[config.mk]
export PLATFORM = sky130hd
export DESIGN_NAME = zynq_dram_bridge
export DESIGN_NICKNAME = d
export VERILOG_FILES = /design/src/zynq_dram_pkg.sv /design/src/dram_req_if.sv /design/src/dram_csr_bank.sv /design/src/dram_addr_xlate.sv /design/src/dram_req_fifo.sv /design/src/dram_axi_issue.sv /design/src/zynq_dram_bridge.sv
export VERILOG_INCLUDE_DIRS = /design/src
export SDC_FILE = /design/constraint.sdc
export NUM_CORES = 1
export LEC_CHECK = 0
export BUFFER_PORTS_ARGS = -buffer_cell sky130_fd_sc_hd__buf_2
export CAP_MARGIN = 20
export CORE_ASPECT_RATIO = 1.1
export CORE_MARGIN = 3
export CORE_UTILIZATION = 45
export DETAILED_ROUTE_END_ITERATION = 7
export GPL_TIMING_DRIVEN = 0
export PLACE_DENSITY_LB_ADDON = 0.15
export SLEW_MARGIN = 5
export SYNTH_ARGS = -nofsm -noshare
export SYNTH_HDL_FRONTEND = slang
export SYNTH_SLANG_ARGS = --single-unit
[constraint.sdc]
create_clock -name aclk -period 3 [get_ports aclk]
set_input_delay 0.45 -clock aclk [delete_from_list [all_inputs] [get_ports aclk]]
set_output_delay 0.45 -clock aclk [all_outputs]
set_load 0.05 [all_outputs]
[src/zynq_dram_defines.svh]
`ifndef ZYNQ_DRAM_DEFINES_SVH
`define ZYNQ_DRAM_DEFINES_SVH

// processor and axi address width
`define ZD_ADDR_W       32

// host register port
`define ZD_CSR_W        32
`define ZD_CSR_ADDR_W   3

// memory profiler, one bit per region of processor dram
`define ZD_PROF_REGIONS 128
`define ZD_PROF_MSB     29
`define ZD_PROF_LSB     23

// processor-side dram base, removed by xor before the allocated base is added
`define ZD_DRAM_WINDOW  32'h8000_0000

// request queue entries
`define ZD_FIFO_DEPTH   4

// register map, profiler spans prof0 .. prof0+3 lsw first
`define ZD_CSR_CTRL     3'd0
`define ZD_CSR_INIT     3'd1
`define ZD_CSR_BASE     3'd2
`define ZD_CSR_PROF0    3'd3

`endif

[src/zynq_dram_pkg.sv]
`include "zynq_dram_defines.svh"

package zynq_dram_pkg;

   // address on either side of the translation
   typedef logic [`ZD_ADDR_W-1:0]     addr_t;

   // host register port
   typedef logic [`ZD_CSR_W-1:0]      csr_data_t;
   typedef logic [`ZD_CSR_ADDR_W-1:0] csr_addr_t;

   // profiler vector and the index into it
   typedef logic [`ZD_PROF_REGIONS-1:0]          prof_t;
   typedef logic [`ZD_PROF_MSB-`ZD_PROF_LSB:0]   region_t;

   // axi address issuer
   typedef enum logic [1:0]
   {
      IDLE = 2'd0,
      AW   = 2'd1,
      AR   = 2'd2
   } issue_state_e;

endpackage

[src/dram_req_if.sv]
// one translated memory request moving between pipeline stages
interface dram_req_if;

   logic                 valid;
   logic                 ready;
   // 1 for a write, 0 for a read
   logic                 write;
   zynq_dram_pkg::addr_t addr;

   // valid, write and addr hold steady until the cycle with valid and ready
   modport source
   (
      output valid,
      output write,
      output addr,
      input  ready
   );

   modport sink
   (
      input  valid,
      input  write,
      input  addr,
      output ready
   );

endinterface

[src/dram_csr_bank.sv]
`include "zynq_dram_defines.svh"

module dram_csr_bank
  ( input  logic                      aclk
  , input  logic                      rst_i
  , input  logic                      csr_we_i
  , input  zynq_dram_pkg::csr_addr_t  csr_waddr_i
  , input  zynq_dram_pkg::csr_data_t  csr_wdata_i
  , input  zynq_dram_pkg::csr_addr_t  csr_raddr_i
  , output zynq_dram_pkg::csr_data_t  csr_rdata_o
  , input  zynq_dram_pkg::prof_t      mem_prof_i
  , output logic                      dram_init_o
  , output zynq_dram_pkg::addr_t      dram_base_o
  , output logic                      sys_reset_o
  );

   zynq_dram_pkg::csr_data_t ctrl_r;
   zynq_dram_pkg::csr_data_t init_r;
   zynq_dram_pkg::csr_data_t base_r;

   ////////////////////////////////////////////////////////////////////////////
   // host writes, profiler words are read only

   always_ff @(posedge aclk)
   begin
      if (rst_i)
      begin
         ctrl_r <= '0;
         init_r <= '0;
         base_r <= '0;
      end
      else if (csr_we_i)
      begin
         case (csr_waddr_i)
            `ZD_CSR_CTRL: ctrl_r <= csr_wdata_i;
            `ZD_CSR_INIT: init_r <= csr_wdata_i;
            `ZD_CSR_BASE: base_r <= csr_wdata_i;
            default: ;
         endcase
      end
   end

   // ctrl bit 0 is the soft reset, low true
   assign sys_reset_o = rst_i | ~ctrl_r[0];
   assign dram_init_o = init_r[0];
   assign dram_base_o = base_r;

   ////////////////////////////////////////////////////////////////////////////
   // readback

   always_comb
   begin
      case (csr_raddr_i)
         `ZD_CSR_CTRL:         csr_rdata_o = ctrl_r;
         `ZD_CSR_INIT:         csr_rdata_o = init_r;
         `ZD_CSR_BASE:         csr_rdata_o = base_r;
         `ZD_CSR_PROF0:        csr_rdata_o = mem_prof_i[0*`ZD_CSR_W +: `ZD_CSR_W];
         `ZD_CSR_PROF0 + 3'd1: csr_rdata_o = mem_prof_i[1*`ZD_CSR_W +: `ZD_CSR_W];
         `ZD_CSR_PROF0 + 3'd2: csr_rdata_o = mem_prof_i[2*`ZD_CSR_W +: `ZD_CSR_W];
         `ZD_CSR_PROF0 + 3'd3: csr_rdata_o = mem_prof_i[3*`ZD_CSR_W +: `ZD_CSR_W];
         // unmapped
         default:              csr_rdata_o = '0;
      endcase
   end

endmodule

[src/dram_addr_xlate.sv]
`include "zynq_dram_defines.svh"

module dram_addr_xlate
  ( input  logic                  aclk
  , input  logic                  sys_reset_i
  , input  logic                  dram_init_i
  , input  zynq_dram_pkg::addr_t  dram_base_i
  , input  logic                  dma_v_i
  , input  logic                  dma_write_i
  , input  zynq_dram_pkg::addr_t  dma_addr_i
  , output logic                  dma_ready_o
  , output zynq_dram_pkg::prof_t  mem_prof_o
  , dram_req_if.source            out_q
  );

   logic                   take_req;
   zynq_dram_pkg::region_t region;
   zynq_dram_pkg::prof_t   prof_r;
   logic                   out_v_r;
   logic                   out_write_r;
   zynq_dram_pkg::addr_t   out_addr_r;

   // output stage is free when empty or handing its request on this cycle
   assign dma_ready_o = ~sys_reset_i & dram_init_i & (~out_v_r | out_q.ready);
   assign take_req    = dma_v_i & dma_ready_o;
   assign region      = dma_addr_i[`ZD_PROF_MSB:`ZD_PROF_LSB];

   always_ff @(posedge aclk)
   begin
      if (sys_reset_i)
         out_v_r <= 1'b0;
      else if (take_req)
         out_v_r <= 1'b1;
      else if (out_q.ready)
         out_v_r <= 1'b0;
   end

   // processor dram space to ps dram space
   always_ff @(posedge aclk)
   begin
      if (take_req)
      begin
         out_write_r <= dma_write_i;
         out_addr_r  <= (dma_addr_i ^ `ZD_DRAM_WINDOW) + dram_base_i;
      end
   end

   ////////////////////////////////////////////////////////////////////////////
   // memory profiler, sticky until the next soft reset

   always_ff @(posedge aclk)
   begin
      if (sys_reset_i)
         prof_r <= '0;
      else if (take_req)
         prof_r[region] <= 1'b1;
   end

   assign mem_prof_o  = prof_r;

   assign out_q.valid = out_v_r;
   assign out_q.write = out_write_r;
   assign out_q.addr  = out_addr_r;

   // an offered request waits unchanged until the queue takes it
   assert property (@(posedge aclk) disable iff (sys_reset_i)
      out_q.valid && !out_q.ready
      |=> out_q.valid && $stable(out_q.addr) && $stable(out_q.write));

endmodule

[src/dram_req_fifo.sv]
`include "zynq_dram_defines.svh"

module dram_req_fifo
  #(parameter int depth_p = `ZD_FIFO_DEPTH)
  ( input  logic        aclk
  , input  logic        sys_reset_i
  , dram_req_if.sink    in_q
  , dram_req_if.source  out_q
  );

   localparam int ptr_w_lp = $clog2(depth_p);
   localparam int cnt_w_lp = $clog2(depth_p + 1);

   zynq_dram_pkg::addr_t addr_mem [depth_p];
   logic                 write_mem [depth_p];
   logic [ptr_w_lp-1:0]  wr_ptr_r;
   logic [ptr_w_lp-1:0]  rd_ptr_r;
   logic [cnt_w_lp-1:0]  count_r;
   logic                 push;
   logic                 pop;

   assign in_q.ready  = (count_r != cnt_w_lp'(depth_p));
   assign out_q.valid = (count_r != '0);
   assign push        = in_q.valid & in_q.ready;
   assign pop         = out_q.valid & out_q.ready;

   // head entry comes straight from storage
   assign out_q.addr  = addr_mem[rd_ptr_r];
   assign out_q.write = write_mem[rd_ptr_r];

   always_ff @(posedge aclk)
   begin
      if (push)
      begin
         addr_mem[wr_ptr_r]  <= in_q.addr;
         write_mem[wr_ptr_r] <= in_q.write;
      end
   end

   // pointers wrap on their own since depth is a power of two
   always_ff @(posedge aclk)
   begin
      if (sys_reset_i)
      begin
         wr_ptr_r <= '0;
         rd_ptr_r <= '0;
         count_r  <= '0;
      end
      else
      begin
         if (push)
            wr_ptr_r <= wr_ptr_r + 1'b1;
         if (pop)
            rd_ptr_r <= rd_ptr_r + 1'b1;
         if (push && !pop)
            count_r <= count_r + 1'b1;
         else if (pop && !push)
            count_r <= count_r - 1'b1;
      end
   end

   // a write never lands on an entry that is still unread
   assert property (@(posedge aclk) disable iff (sys_reset_i)
      push |-> (count_r == '0) || (wr_ptr_r != rd_ptr_r));

   // a read always takes an entry that was written
   assert property (@(posedge aclk) disable iff (sys_reset_i)
      pop |-> (count_r == cnt_w_lp'(depth_p)) || (wr_ptr_r != rd_ptr_r));

endmodule

[src/dram_axi_issue.sv]
module dram_axi_issue
  ( input  logic                  aclk
  , input  logic                  sys_reset_i
  , dram_req_if.sink              in_q
  , output zynq_dram_pkg::addr_t  m_axi_awaddr_o
  , output zynq_dram_pkg::addr_t  m_axi_araddr_o
  , output logic                  m_axi_awvalid_o
  , output logic                  m_axi_arvalid_o
  , input  logic                  m_axi_awready_i
  , input  logic                  m_axi_arready_i
  );

   zynq_dram_pkg::issue_state_e state_r;
   zynq_dram_pkg::addr_t        addr_r;

   // a new request is taken only from idle
   assign in_q.ready      = (state_r == zynq_dram_pkg::IDLE);

   assign m_axi_awvalid_o = (state_r == zynq_dram_pkg::AW);
   assign m_axi_arvalid_o = (state_r == zynq_dram_pkg::AR);
   assign m_axi_awaddr_o  = addr_r;
   assign m_axi_araddr_o  = addr_r;

   always_ff @(posedge aclk)
   begin
      if (sys_reset_i)
         state_r <= zynq_dram_pkg::IDLE;
      else
      begin
         case (state_r)
            zynq_dram_pkg::IDLE:
            begin
               if (in_q.valid)
               begin
                  if (in_q.write)
                     state_r <= zynq_dram_pkg::AW;
                  else
                     state_r <= zynq_dram_pkg::AR;
               end
            end
            zynq_dram_pkg::AW:
            begin
               if (m_axi_awready_i)
                  state_r <= zynq_dram_pkg::IDLE;
            end
            zynq_dram_pkg::AR:
            begin
               if (m_axi_arready_i)
                  state_r <= zynq_dram_pkg::IDLE;
            end
            default: state_r <= zynq_dram_pkg::IDLE;
         endcase
      end
   end

   always_ff @(posedge aclk)
   begin
      if (in_q.valid && in_q.ready)
         addr_r <= in_q.addr;
   end

   // the queue head waits unchanged while an earlier request is still on axi
   assert property (@(posedge aclk) disable iff (sys_reset_i)
      in_q.valid && !in_q.ready
      |=> in_q.valid && $stable(in_q.addr) && $stable(in_q.write));

   // valid and address hold until the slave takes them
   assert property (@(posedge aclk) disable iff (sys_reset_i)
      m_axi_awvalid_o && !m_axi_awready_i |=> m_axi_awvalid_o && $stable(m_axi_awaddr_o));

   assert property (@(posedge aclk) disable iff (sys_reset_i)
      m_axi_arvalid_o && !m_axi_arready_i |=> m_axi_arvalid_o && $stable(m_axi_araddr_o));

endmodule

[src/zynq_dram_bridge.sv]
module zynq_dram_bridge
  ( input  logic                      aclk
  , input  logic                      rst_i

  // host register port
  , input  logic                      csr_we_i
  , input  zynq_dram_pkg::csr_addr_t  csr_waddr_i
  , input  zynq_dram_pkg::csr_data_t  csr_wdata_i
  , input  zynq_dram_pkg::csr_addr_t  csr_raddr_i
  , output zynq_dram_pkg::csr_data_t  csr_rdata_o

  // processor memory requests
  , input  logic                      dma_v_i
  , input  logic                      dma_write_i
  , input  zynq_dram_pkg::addr_t      dma_addr_i
  , output logic                      dma_ready_o

  // axi master address channels
  , output zynq_dram_pkg::addr_t      m_axi_awaddr_o
  , output logic                      m_axi_awvalid_o
  , input  logic                      m_axi_awready_i
  , output zynq_dram_pkg::addr_t      m_axi_araddr_o
  , output logic                      m_axi_arvalid_o
  , input  logic                      m_axi_arready_i
  );

   logic                 dram_init;
   zynq_dram_pkg::addr_t dram_base;
   logic                 sys_reset;
   zynq_dram_pkg::prof_t mem_prof;

   dram_req_if xlate_q ();
   dram_req_if issue_q ();

   ////////////////////////////////////////////////////////////////////////////
   // control registers

   dram_csr_bank csr
     ( .aclk        (aclk)
     , .rst_i       (rst_i)
     , .csr_we_i    (csr_we_i)
     , .csr_waddr_i (csr_waddr_i)
     , .csr_wdata_i (csr_wdata_i)
     , .csr_raddr_i (csr_raddr_i)
     , .csr_rdata_o (csr_rdata_o)
     , .mem_prof_i  (mem_prof)
     , .dram_init_o (dram_init)
     , .dram_base_o (dram_base)
     , .sys_reset_o (sys_reset)
     );

   ////////////////////////////////////////////////////////////////////////////
   // request path: translate, queue, issue

   dram_addr_xlate xlate
     ( .aclk        (aclk)
     , .sys_reset_i (sys_reset)
     , .dram_init_i (dram_init)
     , .dram_base_i (dram_base)
     , .dma_v_i     (dma_v_i)
     , .dma_write_i (dma_write_i)
     , .dma_addr_i  (dma_addr_i)
     , .dma_ready_o (dma_ready_o)
     , .mem_prof_o  (mem_prof)
     , .out_q       (xlate_q)
     );

   dram_req_fifo fifo
     ( .aclk        (aclk)
     , .sys_reset_i (sys_reset)
     , .in_q        (xlate_q)
     , .out_q       (issue_q)
     );

   dram_axi_issue issue
     ( .aclk            (aclk)
     , .sys_reset_i     (sys_reset)
     , .in_q            (issue_q)
     , .m_axi_awaddr_o  (m_axi_awaddr_o)
     , .m_axi_araddr_o  (m_axi_araddr_o)
     , .m_axi_awvalid_o (m_axi_awvalid_o)
     , .m_axi_arvalid_o (m_axi_arvalid_o)
     , .m_axi_awready_i (m_axi_awready_i)
     , .m_axi_arready_i (m_axi_arready_i)
     );

endmodule

-- Word level (Yosys, flattened, before mapping)
Memories as Yosys holds them, arrays and structs flattened. A register that Yosys moved wholly into a read port is not among the register bits.
Index checks and enable logic that the tools add are counted.
Widths: inputs -> output; s select.
- add/subtract/negate cells: 5
- order comparisons: 2
- equal/unequal tests: 14
- multiplexer cells: 16
- bitwise operators: 12
- reduce and logical (&&, ||, !) cells: 16
- operators with widths (kind ; count):
    $pmux 32 s7 ; 1
    $or 128x128->128 ; 1
    $add 32x32->32 ; 1
    $mux 2 ; 6
    $eq 3x2->1 const B ; 3
    $eq 3x3->1 const B ; 3
    $lt 7x8->1 const B ; 1
    $demux 1 s7 ; 1
    $ge 7x1->1 const B ; 1
    $eq 3x1->1 const B ; 2
    $logic_not 3->1 ; 2
    $mux 3 ; 2
    $ne 2x1->1 const B ; 3
    $pmux 2 s3 ; 1
    $reduce_and 2->1 ; 3
    $and 1x1->1 ; 5
    $mux 1 ; 5
    $add 2x1->2 const B ; 2
    $logic_and 1x1->1 ; 4
    $not 1->1 ; 4
    $reduce_bool 2->1 ; 2
    $add 3x1->3 const B ; 1
    $ne 3x3->1 const B ; 1
    $reduce_and 3->1 ; 1
    7 further kinds ; 9
- register bits after elaboration: 267
- RAM bits: 132
- input port bits: 77
- output and inout bits: 99
- logic and storage cells: 78
- memories kept: 2
- memories (name ; depth ; bits a word ; read ports ; clocked after memory_dff ; wr ports ; RTL line ; text):
    fifo.addr_mem ; 4 ; 32 ; 1 ; 1 ; 1 ; dram_req_fifo.sv:14 ; zynq_dram_pkg::addr_t addr_mem [depth_p];
    fifo.write_mem ; 4 ; 1 ; 1 ; 1 ; 1 ; dram_req_fifo.sv:15 ; logic write_mem [depth_p];

-- Logic depth before layout (Yosys ltp)
Gate-level depths: netlist of run 1.
- word-level depth: 7
- mapped depth: 10
- depth with buffers taken out: 9

-- Cells and area by module
A second synthesis of run 1 with hierarchy kept.
- cells, all modules: 1668
- area, all modules: 18501.5 um^2
- by module, submodules not included (module ; instances ; cells an instance ; area an instance (um^2) ; seq. area each (um^2)):
    dram_addr_xlate ; 1 ; 708 ; 6633.9 ; 3573.4
    dram_req_fifo ; 1 ; 221 ; 5288.8 ; 4144.0
    dram_csr_bank ; 1 ; 663 ; 5262.5 ; 1921.8
    dram_axi_issue ; 1 ; 76 ; 1316.3 ; 1001.0

-- Least setup slack after synthesis of run 1
Ideal clock, no wire load.
- path kind: input port to output port
- start point: input csr_raddr_i[1]
- end point: output csr_rdata_o[1]
- arrival time: 2743 ps
- data required time: 2550 ps
- slack: -193 ps
- cell stages on the path: 6
- buffers on the path: 4
- cell sequence: buf_2 -> clkbuf_1 -> buf_2 -> clkbuf_1 -> a31oi_1 -> o21ai_0
- cells in the longest elaborated chain, start to end: 2
- elaborated cells on any way between the ends: 8
- those cells by class: eq/ne (6); mux (1); reduce/logical (1)
- RTL lines (item ; RTL line ; text):
    from (decl) ; zynq_dram_bridge.sv:9 ; , input zynq_dram_pkg::csr_addr_t csr_raddr_i
    $eq 3x3->1, or another cell as far along ; dram_csr_bank.sv:53 ; case (csr_raddr_i)
    $pmux 32 s7 * ; dram_csr_bank.sv:53 ;
    to (decl) ; zynq_dram_bridge.sv:10 ; , output zynq_dram_pkg::csr_data_t csr_rdata_o
Every way passes the cells marked *; elsewhere a longest branch is shown, timed or not.

-- Final worst setup path of run 1
- start point: input csr_raddr_i[0]
- end point: output csr_rdata_o[10]
The elaborated chain is that of the path after synthesis.

==> impl_metrics.json, run 1 <==
{
  "r2r_cells": 10,
  "layout_common_cells": "a21oi_1 (261), nand2_1 (250), dfxtp_1 (235)",
  "cts_inserted_buffers": 44,
  "initial_core_util_pct": 46.21,
  "hold_class": "primary input to flip-flop",
  "num_vias": 13340,
  "drtPass1Iterations": 5,
  "place_congestion": 0.9328,
  "worstPathArrival_ns": 2.48,
  "syn_nets": 1762,
  "final_common_cell": "a21oi_1",
  "ys.flop_type": "dfxtp_1",
  "netlist_area_um2": 18320,
  "die_h_um": 217.6,
  "dp_hpwl_um": 37780,
  "hold_depth": 1,
  "min_to": "xlate.out_q.write$_DFFE_PP_",
  "root_buffer": "clkbuf_16",
  "track_usage_pct": 23.68,
  "fin_skew_ns": 0.01468,
  "post_layout_nonfiller_instances": 2417,
  "drc": 0,
  "routed_wirelength_um": 51550,
  "crit_path_start_kind": "primary input",
  "drt_iter0_drc": 1154,
  "netlist-cell-type-count": 61,
  "layout-drive-gt1-share_pct": 22.59,
  "syn_area_per_cell_um2": 11.12,
  "nets": 1994,
  "cts_sinks": 433,
  "leakagePower_nw": 7.688,
  "async_flop_share_pct": 0,
  "fillerInstances": 3474,
  "postCtsHoldBufs": 0,
  "grt_antenna_before_repair": 3,
  "cts_max_path_buffers": 3,
  "regArea_um2": 10640,
  "rrSetupSlack_ns": 0.18,
  "powerDensity_nw_per_um2": 565.5,
  "htree_levels": 2,
  "synth-seq-area-share_pct": 58.07,
  "io_pins": 176,
  "areaGrowthSynthToFinish_pct": 17.28,
  "grt_pass1_vias": 13020,
  "io_buffers": 172,
  "endpoint_kind": "primary output",
  "multi_input_area_um2": 7108,
  "crit_fanout": 10,
  "required_ns": 2.55,
  "dieWidth_um": 198.4,
  "worst_pin_slew_ns": 1.023,
  "maxCapViolCount": 0,
  "postLayoutCoreUtil_pct": 54.19,
  "slew_viol_final": 0,
  "insertion_delay_ns": 0.56,
  "vias_per_cell": 5.520,
  "rsz0062_at_grt": "no",
  "cts.clk_slew.worst_paths_ns": 0.06,
  "crit_type": "primary input to primary output",
  "postRouteAntennaNets": 0,
  "place_inst": 2333,
  "hold_viol": 0,
  "coreArea_um2": 39650,
  "netlist_instances": 1647,
  "r2r-end": "xlate.out_q.addr[28]$_DFFE_PP_",
  "ys_warn_count": 0,
  "setup_viol": 0,
  "ys_ff_latch": 433,
  "grt_max_degree": 36,
  "outcome": "finished, final reports clean",
  "relSlewSlack_pct": 31.25,
  "finalCritPeriodShare_pct": 97.52,
  "min_from": "dma_write_i",
  "fp.dieArea_um2": 43180,
  "grt_overflow": 0,
  "peakVddDrop_mv": 0.3816,
  "grt_pass1_wl_um": 77580,
  "placementRows": 76,
  "finalCriticalPeriod_ns": 2.926,
  "wl_per_cell_um": 21.33,
  "synth_edf_count": 197,
  "fmax_ghz": 0.3418,
  "cts_tree": "done",
  "rr_startpoint": "csr.dram_base_o[0]$_SDFFE_PP0P_"
}
[per-stage QoR]
step / power (W) / worst slack (ns) / TNS, ns / hold slack, ns / area [µm²]
floorplan: 0.006648 / 0.1173 / 0 / 0.4313 / 18320
global placement: 0.006876 / -0.9105 / -63.57 / 0.4391 / 19820
detailed placement: 0.006885 / -0.7408 / -62.06 / 0.4474 / 19950
CTS: 0.01224 / -0.03982 / -0.2986 / 0.04261 / 21410
global route: 0.01252 / 0.001891 / 0 / 0.05586 / 21490
finish: 0.01215 / 0.07433 / 0 / 0.06980 / 21490
[cells in the mapped netlist, drive strengths merged, types with 2 or more instances]
| master | instances | area share [%] |
|---|---|---|
| a211o | 3 | 0.14 |
| a211oi | 3 | 0.18 |
| a21boi | 2 | 0.082 |
| a21o | 10 | 0.42 |
| a21oi | 261 | 7.1 |
| a22oi | 12 | 0.49 |
| a31oi | 10 | 0.42 |
| a41oi | 2 | 0.18 |
| and2 | 9 | 0.31 |
| and3 | 3 | 0.10 |
| buf | 56 | 2.0 |
| clkbuf | 73 | 1.5 |
| dfxtp | 236 | 26 |
| edfxtp | 197 | 32 |
| fa | 2 | 0.22 |
| ha | 36 | 2.5 |
| inv | 8 | 0.16 |
| mux2 | 36 | 2.2 |
| mux2i | 30 | 1.6 |
| mux4 | 57 | 7.0 |
| nand2 | 251 | 5.1 |
| nand2b | 10 | 0.34 |
| nand3 | 8 | 0.22 |
| nand4 | 2 | 0.068 |
| nor2 | 180 | 3.7 |
| nor2b | 13 | 0.44 |
| nor3 | 18 | 0.52 |
| o2111ai | 2 | 0.096 |
| o211a | 2 | 0.11 |
| o21a | 4 | 0.16 |
| o21ai | 47 | 1.3 |
| o21bai | 3 | 0.12 |
| o221ai | 5 | 0.27 |
| o31ai | 5 | 0.43 |
| o41ai | 2 | 0.14 |
| or3 | 6 | 0.23 |
| xnor2 | 17 | 0.81 |
| xor2 | 17 | 0.81 |
[worst max-delay path: stages]
cell      delay, ns
buf_2          0.14
buf_1          0.62
clkbuf_2       0.46
a22oi_1        0.19
o221ai_1       0.29
buf_2          0.33
[metal layers]
| layer | vias up | GRT usage [%] | routed length [µm] |
|---|---|---|---|
| met4 | 2 | 9.438 | 1856 |
| met2 | 441 | 40.62 | 25470 |
| met3 | 92 | 3.755 | 2913 |
| met1 | 6484 | 30.04 | 21300 |
| li1 | 6323 | - | - |
| met5 | - | 0 | 15 |
[cells by family (layout without fill, tap and decap cells)]
| group | Yosys count | in the layout | share of synthesized area (%) |
|---|---|---|---|
| AOI/OAI and AO/OA | 378 | 378 | 11.88 |
| xor gates and xnor gates | 34 | 34 | 1.625 |
| adders and majority gates | 38 | 38 | 2.677 |
| buffers and inverters | 137 | 397 | 3.619 |
| DFF | 433 | 433 | 58.07 |
| muxes | 123 | 123 | 10.86 |
| other | 0 | 2 | 0 |
| and+or+nand+nor | 504 | 505 | 11.27 |
[flip-flops by register name, summed over array words and instances, names as in the netlist, named ones only]
name                  flops
fifo.rd_ptr_r             2
fifo.write_mem            4
issue.state_r             2
xlate.out_q.valid         1
xlate.out_q.addr         32
fifo.wr_ptr_r             2
issue.m_axi_araddr_o     32
csr.ctrl_r               32
fifo.count_r              3
xlate.mem_prof_o        128
xlate.out_q.write         1
csr.init_r               32
fifo.addr_mem           128
csr.dram_base_o          32
[area by class of cell]
type	count	share of cell area [%]
buffer	129	3.051
antenna	2	0.02329
clock buffer	60	5.642
multi-input combinational	1078	33.08
tap	507	2.952
clock inverter	15	0.8268
timing repair buffer	185	4.763
sequential	433	49.52
inverter	8	0.1397
[repair_timing]
item,4_1_cts,5_1_grt
resized for setup,21,17
endpoints found under the setup margin,150,94
cloned,1,0
buffers inserted,0,4
pin swaps,1,5
[power by group]
part	total (W)	internal (W)	switching, W
Clock	0.00537	0.00316	0.00221
Combinational	0.000599	0.000196	0.000404
Sequential	0.00618	0.00616	0.0000232
Total	0.0122	0.00951	0.00264
[worst max path at each step]
stage	slack, ns	start	depth (start not counted)	end
finish	0.07	csr_raddr_i[0]	6	csr_rdata_o[10]
global route	0.002	csr_raddr_i[1]	6	csr_rdata_o[7]
CTS	-0.04	fifo.count_r[0]$_SDFFE_PP0P_	8	xlate.mem_prof_o[35]$_SDFFE_PP0P_
detailed placement	-0.74	rst_i	9	xlate.mem_prof_o[32]$_SDFFE_PP0P_
global placement	-0.91	rst_i	8	xlate.mem_prof_o[96]$_SDFFE_PP0P_
floorplan	0.12	rst_i	8	xlate.mem_prof_o[32]$_SDFFE_PP0P_
Note: power is estimated with default switching activity, not from simulation.
==> run 2: changes to the inputs <==
==> constraint.sdc (replaced) <==
create_clock -name aclk -period 2.3 [get_ports aclk]
set_input_delay 0.345 -clock aclk [delete_from_list [all_inputs] [get_ports aclk]]
set_output_delay 0.345 -clock aclk [all_outputs]
set_load 0.05 [all_outputs]
==> run 2 against run 1 <==
  * The flow now finishes with violations (setup timing)
  * Total power is 35% higher
  * Wire length rose by 1.7%
  * Final cell count is 1.1% higher
  * Sequential share of layout area is 1.9 points lower
  * Non-clock buffer count is 21 higher
  * First-iteration DRC count decreased by 13%
  * Via count increased by 1.4%
  * Highest routed layer unchanged
==> impl_metrics.json, run 2 (synthesis gave the netlist of run 1 again) <==
{
  "finalCritPeriodShare_pct": 109.2,
  "leakagePower_nw": 7.964,
  "cp_top_family": "compound AO/OA/AOI/OAI gates",
  "hold_viol": 0,
  "wl_per_cell_um": 21.46,
  "postRouteAntennaNets": 0,
  "routed_wirelength_um": 52430,
  "path_buf_inv": 0,
  "holdWs_ns": 0.03064,
  "drt_iter0_drc": 1003,
  "final_common_cell": "a21oi_1",
  "grt_pass1_vias": 12820,
  "slew_viol_final": 0,
  "worst_pin_slew_ns": 1.124,
  "outcome": "complete, but fails checks",
  "r2r_cells": 8,
  "cpMostUsedCell": "a21o_1",
  "fin_skew_ns": 0.02008,
  "rsz0062_at_grt": "yes",
  "cp.depth": 8,
  "drtPass1Iterations": 6,
  "dp_hpwl_um": 37470,
  "layout_setup_ws_ns": -0.2116,
  "dieWidth_um": 198.4,
  "endpoint_kind": "flip-flop",
  "crit_type": "flip-flop to flip-flop",
  "cts_tree": "done",
  "worstPathArrival_ns": 2.82,
  "total_power_w": 0.01645,
  "layout_common_cells": "a21oi_1 (253), nand2_1 (249), dfxtp_1 (221)",
  "io_buffers": 172,
  "nets": 2016,
  "post_layout_nonfiller_instances": 2443,
  "num_vias": 13530,
  "setup_tns_ns": -0.8517,
  "finalCriticalPeriod_ns": 2.512,
  "cts.clk_slew.worst_paths_ns": 0.06,
  "placementRows": 76,
  "timing.critical_path.cells": "ha_1, a21o_1, a21o_1, a21o_1, a2111oi_0, o21bai_1, a41oi_2, xnor2_1",
  "relSlewSlack_pct": 24.50,
  "grt_overflow": 0,
  "peakVddDrop_mv": 0.8587,
  "cts_inserted_buffers": 45,
  "initial_core_util_pct": 46.21,
  "setup_viol": 9,
  "htree_levels": 2,
  "crit_fanout": 7,
  "coreArea_um2": 39650,
  "place_congestion": 0.9436,
  "root_buffer": "clkbuf_16",
  "grt_antenna_before_repair": 3,
  "fp.dieArea_um2": 43180,
  "fmax_ghz": 0.3982,
  "io_pins": 176,
  "layout-drive-gt1-share_pct": 27.51,
  "drc": 0,
  "crit_path_start_kind": "flip-flop",
  "max_stage_delay_ns": 0.45,
  "hold_depth": 3,
  "cts_max_path_buffers": 3,
  "die_h_um": 217.6,
  "violations": "setup timing",
  "powerDensity_nw_per_um2": 734.0,
  "maxCapViolCount": 0,
  "track_usage_pct": 23.84,
  "cts_sinks": 433,
  "hold_class": "primary input to flip-flop",
  "postLayoutCoreUtil_pct": 56.52,
  "required_ns": 2.61,
  "place_inst": 2331,
  "insertion_delay_ns": 0.57,
  "grt_max_degree": 36,
  "crit_path_top_delay_cell": "a2111oi_0",
  "areaGrowthSynthToFinish_pct": 22.31,
  "grt_pass1_wl_um": 77530,
  "vias_per_cell": 5.540
}
## run 2: cell type report
class,instances,area [µm²]
fill,3364,17240
sequential,433,10670
multi-input combinational,1078,7497
timing repair buffer,209,1305
clock buffer,58,1257
buffer,126,742.0
tap,507,634.4
clock inverter,22,267.8
inverter,8,30.03
antenna,2,5.005
## run 2: worst paths after layout
check | startpoint | endpoint | slack [ns]
worst max-delay path | csr.dram_base_o[21]$_SDFFE_PP0P_ | xlate.out_q.addr[28]$_DFFE_PP_ | -0.21
worst min-delay path | csr_wdata_i[16] | csr.dram_base_o[16]$_SDFFE_PP0P_ | 0.03
worst max register to register | csr.dram_base_o[21]$_SDFFE_PP0P_ | xlate.out_q.addr[28]$_DFFE_PP_ | -0.21
worst min register to register | csr.init_r[6]$_SDFFE_PP0P_ | csr.init_r[6]$_SDFFE_PP0P_ | 0.46
## run 2: what timing repair did
| action | in CTS | in global routing |
|---|---|---|
| pin swaps | 22 | 16 |
| resized for setup | 113 | 83 |
| setup endpoints to repair | 185 | 98 |
| setup buffers | 18 | 12 |
| cloned | 1 | 0 |
| hold buffers | 1 | 0 |
| endpoints found under the hold margin | 1 | 0 |
## run 2: tightest hold or removal path, cell delays in order
cell	delay, ns
buf_2	0.11
nand2_1	0.06
a21oi_1	0.05
## run 2: through the flow
step / worst slack (ns) / instance area, µm²
5_1_grt: -0.2556 / 22410
3_5_place_dp: -1.049 / 20040
6_report: -0.2116 / 22410
3_3_place_gp: -1.076 / 19950
2_1_floorplan: -0.02780 / 18450
4_1_cts: -0.1935 / 22060
## run 2: layer usage
metal | GRT usage [%] | share of wire, % | vias to the layer above
li1 | - | - | 6385
met1 | 30.35 | 40 | 6527
met2 | 40.36 | 49 | 513
met3 | 4.666 | 7.3 | 106
met4 | 8.966 | 3.6 | 2
met5 | 0 | 0.025 | -
## run 2: report_power, final
group          leakage, nW  total [W]  internal (W)  switching, W
clock                0.749    0.00753       0.00453       0.00300
combinational         3.53   0.000866      0.000309      0.000557
sequential            3.68    0.00806       0.00802     0.0000305
total                 7.96     0.0164        0.0129       0.00359
